File: config.mk
export PLATFORM = sky130hd
export DESIGN_NAME = router_top
export DESIGN_NICKNAME = d
export VERILOG_FILES = /design/src/common/noc_pkg.sv /design/src/hw/input_port.sv /design/src/hw/output_port/rr_arbiter.sv /design/src/hw/output_port/output_port.sv /design/src/hw/router_top.sv
export SDC_FILE = /design/constraint.sdc
export NUM_CORES = 1
export LEC_CHECK = 0
export ABC_AREA = 0
export BUFFER_PORTS_ARGS = -buffer_cell sky130_fd_sc_hd__buf_2
export CAP_MARGIN = 20
export CORE_ASPECT_RATIO = 0.6
export CORE_UTILIZATION = 40
export CTS_CLUSTER_SIZE = 16
export DETAILED_ROUTE_END_ITERATION = 7
export PLACE_DENSITY_LB_ADDON = 0.08
export SYNTH_ARGS = -nofsm -noshare
export SYNTH_HDL_FRONTEND = slang
export SYNTH_SLANG_ARGS = --single-unit
export TNS_END_PERCENT = 20
File: constraint.sdc
create_clock -name clk -period 9.3 [get_ports clk]
set_input_delay 0.465 -clock clk [delete_from_list [all_inputs] [get_ports clk]]
set_output_delay 0.465 -clock clk [all_outputs]
set_load 0.005 [all_outputs]
File: src/common/noc_pkg.sv
// ----------------------------------------
// noc router shared definitions
// port indices, coordinates, flit and port vector types
// ----------------------------------------

package noc_pkg;

  // router ports
  localparam int NUM_PORTS  = 5;
  localparam int PORT_IDX_W = 3;

  // port indices, also the bit positions in a port vector
  localparam int PORT_N = 0;
  localparam int PORT_S = 1;
  localparam int PORT_W = 2;
  localparam int PORT_E = 3;
  localparam int PORT_L = 4;

  // mesh coordinate and payload widths
  localparam int COORD_W   = 3;
  localparam int PAYLOAD_W = 16;

  // position of this router in the mesh
  localparam logic [COORD_W-1:0] ROUTER_X = 3'd3;
  localparam logic [COORD_W-1:0] ROUTER_Y = 3'd3;

  // index of one port, used by the round-robin pointer
  typedef logic [PORT_IDX_W-1:0] port_idx_t;

  // single-flit packet, destination first
  typedef struct packed {
    logic [COORD_W-1:0]   dest_x;
    logic [COORD_W-1:0]   dest_y;
    logic [PAYLOAD_W-1:0] payload;
  } flit_t;

  // one bit per port, for requests, grants and link strobes
  typedef logic [NUM_PORTS-1:0] port_vec_t;

endpackage

File: src/hw/input_port.sv
// ----------------------------------------
// input port
// four-phase receiver with a one-flit slot,
// xy route raised as a one-hot request
// ----------------------------------------

`timescale 1ns/1ps

module input_port (
  input  logic               clk,
  input  logic               reset_i,
  input  logic               req_i,
  input  noc_pkg::flit_t     flit_i,
  output logic               ack_o,
  input  noc_pkg::port_vec_t grant_i,
  output noc_pkg::port_vec_t route_req_o,
  output noc_pkg::flit_t     slot_flit_o
);

  logic               full_q;
  logic               ack_q;
  noc_pkg::flit_t     slot_q;
  noc_pkg::port_vec_t route_vec;
  logic               load;

  // take a new flit only with the link in phase one and the slot free
  assign load = req_i && !ack_q && !full_q;

  // link handshake and slot state
  always_ff @(posedge clk) begin
    if (reset_i) begin
      full_q <= 1'b0;
      ack_q  <= 1'b0;
    end else begin
      if (load) begin
        ack_q <= 1'b1;
      end else if (ack_q && !req_i) begin
        ack_q <= 1'b0;
      end

      if (load) begin
        full_q <= 1'b1;
      end else if (|grant_i) begin
        full_q <= 1'b0;
      end
    end
  end

  // payload slot
  always_ff @(posedge clk) begin
    if (load) begin
      slot_q <= flit_i;
    end
  end

  // xy routing, x first then y
  always_comb begin
    route_vec = '0;
    if (slot_q.dest_x > noc_pkg::ROUTER_X) begin
      route_vec[noc_pkg::PORT_E] = 1'b1;
    end else if (slot_q.dest_x < noc_pkg::ROUTER_X) begin
      route_vec[noc_pkg::PORT_W] = 1'b1;
    end else if (slot_q.dest_y > noc_pkg::ROUTER_Y) begin
      route_vec[noc_pkg::PORT_N] = 1'b1;
    end else if (slot_q.dest_y < noc_pkg::ROUTER_Y) begin
      route_vec[noc_pkg::PORT_S] = 1'b1;
    end else begin
      route_vec[noc_pkg::PORT_L] = 1'b1;
    end
  end

  assign route_req_o = full_q ? route_vec : '0;
  assign slot_flit_o = slot_q;
  assign ack_o       = ack_q;

  // only one output may take the flit, and only a stored one
  a_grant_onehot: assert property (@(posedge clk) disable iff (reset_i)
    $onehot0(grant_i));
  a_grant_when_full: assert property (@(posedge clk) disable iff (reset_i)
    (|grant_i) |-> full_q);

endmodule

File: src/hw/output_port/rr_arbiter.sv
// ----------------------------------------
// round-robin arbiter
// five requesters, priority rotates past each winner
// ----------------------------------------

`timescale 1ns/1ps

module rr_arbiter (
  input  logic               clk,
  input  logic               reset_i,
  input  logic               enable_i,
  input  noc_pkg::port_vec_t cand_i,
  output noc_pkg::port_vec_t grant_o
);

  noc_pkg::port_idx_t ptr_q;
  noc_pkg::port_idx_t winner;
  noc_pkg::port_idx_t ptr_next;

  // scan upward from the pointer, wrapping after the local port
  always_comb begin
    int   idx;
    logic found;
    grant_o = '0;
    winner  = ptr_q;
    found   = 1'b0;
    for (int i = 0; i < noc_pkg::NUM_PORTS; i++) begin
      idx = int'(ptr_q) + i;
      if (idx >= noc_pkg::NUM_PORTS) begin
        idx = idx - noc_pkg::NUM_PORTS;
      end
      if (enable_i && !found && cand_i[idx]) begin
        found        = 1'b1;
        grant_o[idx] = 1'b1;
        winner       = noc_pkg::port_idx_t'(idx);
      end
    end
  end

  // winner plus one modulo five
  always_comb begin
    if (winner == noc_pkg::port_idx_t'(noc_pkg::PORT_L)) begin
      ptr_next = noc_pkg::port_idx_t'(noc_pkg::PORT_N);
    end else begin
      ptr_next = winner + 1'b1;
    end
  end

  always_ff @(posedge clk) begin
    if (reset_i) begin
      ptr_q <= noc_pkg::port_idx_t'(noc_pkg::PORT_N);
    end else if (|grant_o) begin
      ptr_q <= ptr_next;
    end
  end

  // never more than one winner, and only among the candidates
  a_grant_legal: assert property (@(posedge clk) disable iff (reset_i)
    $onehot0(grant_o) && ((grant_o & ~cand_i) == '0));

  // the wrapped scan reaches every candidate from any pointer
  a_grant_busy: assert property (@(posedge clk) disable iff (reset_i)
    (|grant_o) == (enable_i && (|cand_i)));

endmodule

File: src/hw/output_port/output_port.sv
// ----------------------------------------
// output port
// allocates one input, latches its flit and
// sends it on a four-phase link
// ----------------------------------------

`timescale 1ns/1ps

module output_port (
  input  logic               clk,
  input  logic               reset_i,
  input  noc_pkg::port_vec_t cand_i,
  input  noc_pkg::flit_t     slot_flits_i [noc_pkg::NUM_PORTS],
  output noc_pkg::port_vec_t grant_o,
  output logic               req_o,
  input  logic               ack_i,
  output noc_pkg::flit_t     flit_o
);

  typedef enum logic [1:0] {
    ST_IDLE,
    ST_WAIT_ACK_HI,
    ST_WAIT_ACK_LO
  } state_t;

  state_t             state_q;
  noc_pkg::port_vec_t grant;
  noc_pkg::flit_t     sel_flit;
  noc_pkg::flit_t     flit_q;
  logic               arb_en;

  // arbitrate only while the link is free
  assign arb_en = (state_q == ST_IDLE);

  rr_arbiter u_arb (
    .clk      (clk),
    .reset_i  (reset_i),
    .enable_i (arb_en),
    .cand_i   (cand_i),
    .grant_o  (grant)
  );

  // switch mux over a one-hot grant
  always_comb begin
    sel_flit = '0;
    for (int i = 0; i < noc_pkg::NUM_PORTS; i++) begin
      if (grant[i]) begin
        sel_flit = slot_flits_i[i];
      end
    end
  end

  // sender fsm
  always_ff @(posedge clk) begin
    if (reset_i) begin
      state_q <= ST_IDLE;
    end else begin
      case (state_q)
        ST_IDLE: begin
          if (|grant) begin
            state_q <= ST_WAIT_ACK_HI;
          end
        end
        ST_WAIT_ACK_HI: begin
          if (ack_i) begin
            state_q <= ST_WAIT_ACK_LO;
          end
        end
        ST_WAIT_ACK_LO: begin
          if (!ack_i) begin
            state_q <= ST_IDLE;
          end
        end
        default: begin
          state_q <= ST_IDLE;
        end
      endcase
    end
  end

  // grant is only non-zero while idle
  always_ff @(posedge clk) begin
    if (|grant) begin
      flit_q <= sel_flit;
    end
  end

  assign grant_o = grant;
  assign req_o   = (state_q == ST_WAIT_ACK_HI);
  assign flit_o  = flit_q;

  // downstream must see ack before req drops, with the flit held
  a_req_hold: assert property (@(posedge clk) disable iff (reset_i)
    (req_o && !ack_i) |=> (req_o && $stable(flit_o)));

endmodule

File: src/hw/router_top.sv
// ----------------------------------------
// five-port mesh router core
// input slots, xy routing and per-output
// round-robin allocation
// ----------------------------------------

`timescale 1ns/1ps

module router_top (
  input  logic               clk,
  input  logic               reset_i,
  input  noc_pkg::port_vec_t in_req_i,
  input  noc_pkg::flit_t     in_flit_i [noc_pkg::NUM_PORTS],
  output noc_pkg::port_vec_t in_ack_o,
  output noc_pkg::port_vec_t out_req_o,
  output noc_pkg::flit_t     out_flit_o [noc_pkg::NUM_PORTS],
  input  noc_pkg::port_vec_t out_ack_i
);

  // indexed by input port
  noc_pkg::port_vec_t route_req [noc_pkg::NUM_PORTS];
  noc_pkg::port_vec_t in_grant  [noc_pkg::NUM_PORTS];
  noc_pkg::flit_t     slot_flit [noc_pkg::NUM_PORTS];

  // indexed by output port
  noc_pkg::port_vec_t cand      [noc_pkg::NUM_PORTS];
  noc_pkg::port_vec_t out_grant [noc_pkg::NUM_PORTS];

  // transpose requests (input to output) and grants (output to input)
  always_comb begin
    for (int o = 0; o < noc_pkg::NUM_PORTS; o++) begin
      for (int i = 0; i < noc_pkg::NUM_PORTS; i++) begin
        cand[o][i]     = route_req[i][o];
        in_grant[i][o] = out_grant[o][i];
      end
    end
  end

  for (genvar p = 0; p < noc_pkg::NUM_PORTS; p++) begin : g_port
    input_port u_in (
      .clk         (clk),
      .reset_i     (reset_i),
      .req_i       (in_req_i[p]),
      .flit_i      (in_flit_i[p]),
      .ack_o       (in_ack_o[p]),
      .grant_i     (in_grant[p]),
      .route_req_o (route_req[p]),
      .slot_flit_o (slot_flit[p])
    );

    output_port u_out (
      .clk          (clk),
      .reset_i      (reset_i),
      .cand_i       (cand[p]),
      .slot_flits_i (slot_flit),
      .grant_o      (out_grant[p]),
      .req_o        (out_req_o[p]),
      .ack_i        (out_ack_i[p]),
      .flit_o       (out_flit_o[p])
    );
  end

endmodule

==> reports/qor.yml <==
outcome: "finished, violations left"
violations: "design-rule violations"
synthAdderAreaFrac: 0.0522
grt_overflow: 0
track_usage: 0.325
ys_warn_count: 0
muxShareOfSynthArea: 0.0402
clkSinkCount: 255
core-area_um2: 49500
hpwl_mm: 61.9
cap_violations: 0
cpMaxStageDelayCell: "or4_2"
gp_congestion: 0.994
synth-main-ff-cell: "edfxtp_1"
root_buffer: "clkbuf_16"
drv_slew: 0
endpoint_kind: "register"
synth_edf_count: 220
finClkSkew_ps: 41.9
critPathMaxFanout: 38
synthXorXnorAreaFrac: 0.0148
drive_gt1_frac: 0.176
htree_levels: 1
wirelength_mm: 86.8
yosys.area_share.simple: 0.201
critPathKind: "register to register"
drc_errors: 19
clk_pin_slew_ps: 80
cts_hold_buf: 0
p_leak_nw: 8.95
ioPinCount: 242
grt_start_max_net_pins: 44
rsz0062_at_grt: "false"
finalSetupViolCount: 0
p_total_mw: 9.53
fin_nets: 2594
cts-resized-gates: 0
die_area_um2: 51300
critPathMaxStageDelay_ps: 1320
start_util: 0.407
hold-worst-slack_ps: 27.6
antenna_left: 0
synth-async-reset-ratio: 0
slew-limit-headroom: 0.256
critPathArrivalTime_ps: 7310
timing.setup.tns_ps: 0
post-route-period-util: 0.740
cts_setup_buffers: 0
period_minus_slack_ps: 6880
synth_top_family_by_area: "compound AO/OA/AOI/OAI gates"
start_kind: "register"
synthCells: 2215
cts_buffers: 28
p_per_area_nw_per_um2: 417
wl_per_cell_um: 28.3
antenna_found_initial: 2
via_per_inst: 6.74
netlist_area_um2: 20100
synth_cell_types: 106
clk_latency_ps: 610
grt_pass1_wl_mm: 125
row_count: 63
clk_path_buf_depth: 3
syn_avg_cell_area_um2: 9.09
synth_compound_area_frac: 0.284
io_buffers: 241
via_count: 20600
cp_cell_sequence: "buf_4 > clkinv_1 > ha_1 > inv_1 > ha_1 > a21oi_1 > xnor2_1 > mux2i_1 > o221ai_1 > o211ai_1 > nor3_2 > a311oi_1 > nand3_1 > or4_2 > o21ai_0 > a21oi_1"
hp-class: "input pin to register"
dieHeight_um: 176
peakVddDrop_v: 0.000272
synth_seq_area_share: 0.363
firstDrtPassIters: 8
grt_pass1_vias: 18600
hold_violations: 0
drtIter0Drc: 2816
syn_to_final_growth_pct: 13.6
cts_tree: "built"
max_freq_mhz: 145
crit_required_ps: 9730
worst_pin_slew_ps: 1120
ys_ff_latch: 255
die_w_um: 292
==> per-stage QoR <==
step                      std cells  area [um2]  setup WS [ps]  utilization
after detailed placement       3008       21900           2640        0.443
after floorplan                2220       20200           4170            -
after global placement         3008       21900           2720        0.443
after CTS                      3060       22800           2630        0.462
final                          3064       22900           2420        0.462
after global routing           3064       22900           1830        0.462
==> flip-flops by register name, summed over array words and instances, names as in the netlist <==
name,cells
g_port.u_out.u_arb.ptr_q,15
g_port.u_out.flit_o,110
g_port.u_in.full_q,5
g_port.u_in.ack_o,5
g_port.u_out.state_q,10
g_port.u_in.slot_flit_o,110
==> synth_stat cells (47+ instances only) <==
| master | number | area, um2 |
|---|---|---|
| edfxtp_1 | 220 | 6610 |
| nor3_1 | 70 | 350 |
| ha_1 | 76 | 951 |
| a22oi_1 | 96 | 721 |
| nor2_1 | 148 | 556 |
| a21oi_1 | 115 | 576 |
| o21ai_0 | 104 | 521 |
| nand3_1 | 65 | 325 |
| a221o_1 | 50 | 500 |
| inv_1 | 72 | 270 |
| nand2_1 | 200 | 751 |
| nor2b_1 | 47 | 294 |
| clkbuf_1 | 91 | 342 |
==> layer usage <==
metal  track usage  up-vias  part of all wire
met2         0.457     1332              0.41
met5             0        -                 0
met3        0.0549      188              0.10
met4         0.117        0             0.039
met1         0.492    10000              0.46
li1              -     9103                 -
==> cells in the final DEF (no fill, tap or decap), types with 42 or more instances in the layout <==
master / Yosys / final
nor2_1: 148 / 148
nand3_1: 65 / 65
a221o_1: 50 / 50
nor3_1: 70 / 70
a22oi_1: 96 / 96
a21oi_1: 115 / 115
ha_1: 76 / 76
edfxtp_1: 220 / 220
a211oi_1: 43 / 42
o21ai_0: 104 / 103
nand2_1: 200 / 200
inv_1: 72 / 72
nor2b_1: 47 / 47
buf_2: 26 / 242
==> worst paths after layout <==
path | from | end | slack, ps | cells past startpoint
max reg2reg | g_port[1].u_out.u_arb.ptr_q[0] | g_port[1].u_out.u_arb.ptr_q[2] | 2420 | 16
min | in_flit_i[9] | g_port[4].u_in.slot_flit_o[9] | 30 | 1
max | g_port[1].u_out.u_arb.ptr_q[0] | g_port[1].u_out.u_arb.ptr_q[2] | 2420 | 16
min reg2reg | g_port[3].u_in.ack_o | g_port[3].u_in.ack_o | 550 | 1
==> power by group <==
part	switching, mW	total, mW	internal (mW)
Clock	0.519	1.16	0.641
Combinational	4.03	6.09	2.07
Sequential	0.261	2.28	2.02
==> critical path: cells and delay by family, from the launching register on <==
kind	cells	cell delay, ps
compound gates	6	2020
xor+xnor	1	410
fa+ha+maj	2	630
buf+inv	3	860
flops	1	310
mux	1	290
simple gates	3	2180
==> cell type report <==
cell class	instances	area (um2)
Antenna cell	1	2.50
Clock buffer	41	769
Clock inverter	11	159
Fill cell	4786	26600
Inverter	75	282
Multi-Input combinational cell	1747	12000
Sequential cell	255	7310
Tap cell	650	813
Timing Repair Buffer	284	1530
==> cells by family (layout without fill, tap and decap cells) <==
| group | Yosys count | after routing |
|---|---|---|
| compound gates | 772 | 772 |
| simple gates | 781 | 781 |
| buf+inv | 218 | 411 |
| flops | 255 | 255 |
| other cells | 1 | 7 |
| fa+ha+maj | 81 | 81 |
| mux | 73 | 73 |
| xor+xnor | 34 | 34 |
Note: power is estimated with default switching activity, not from simulation.
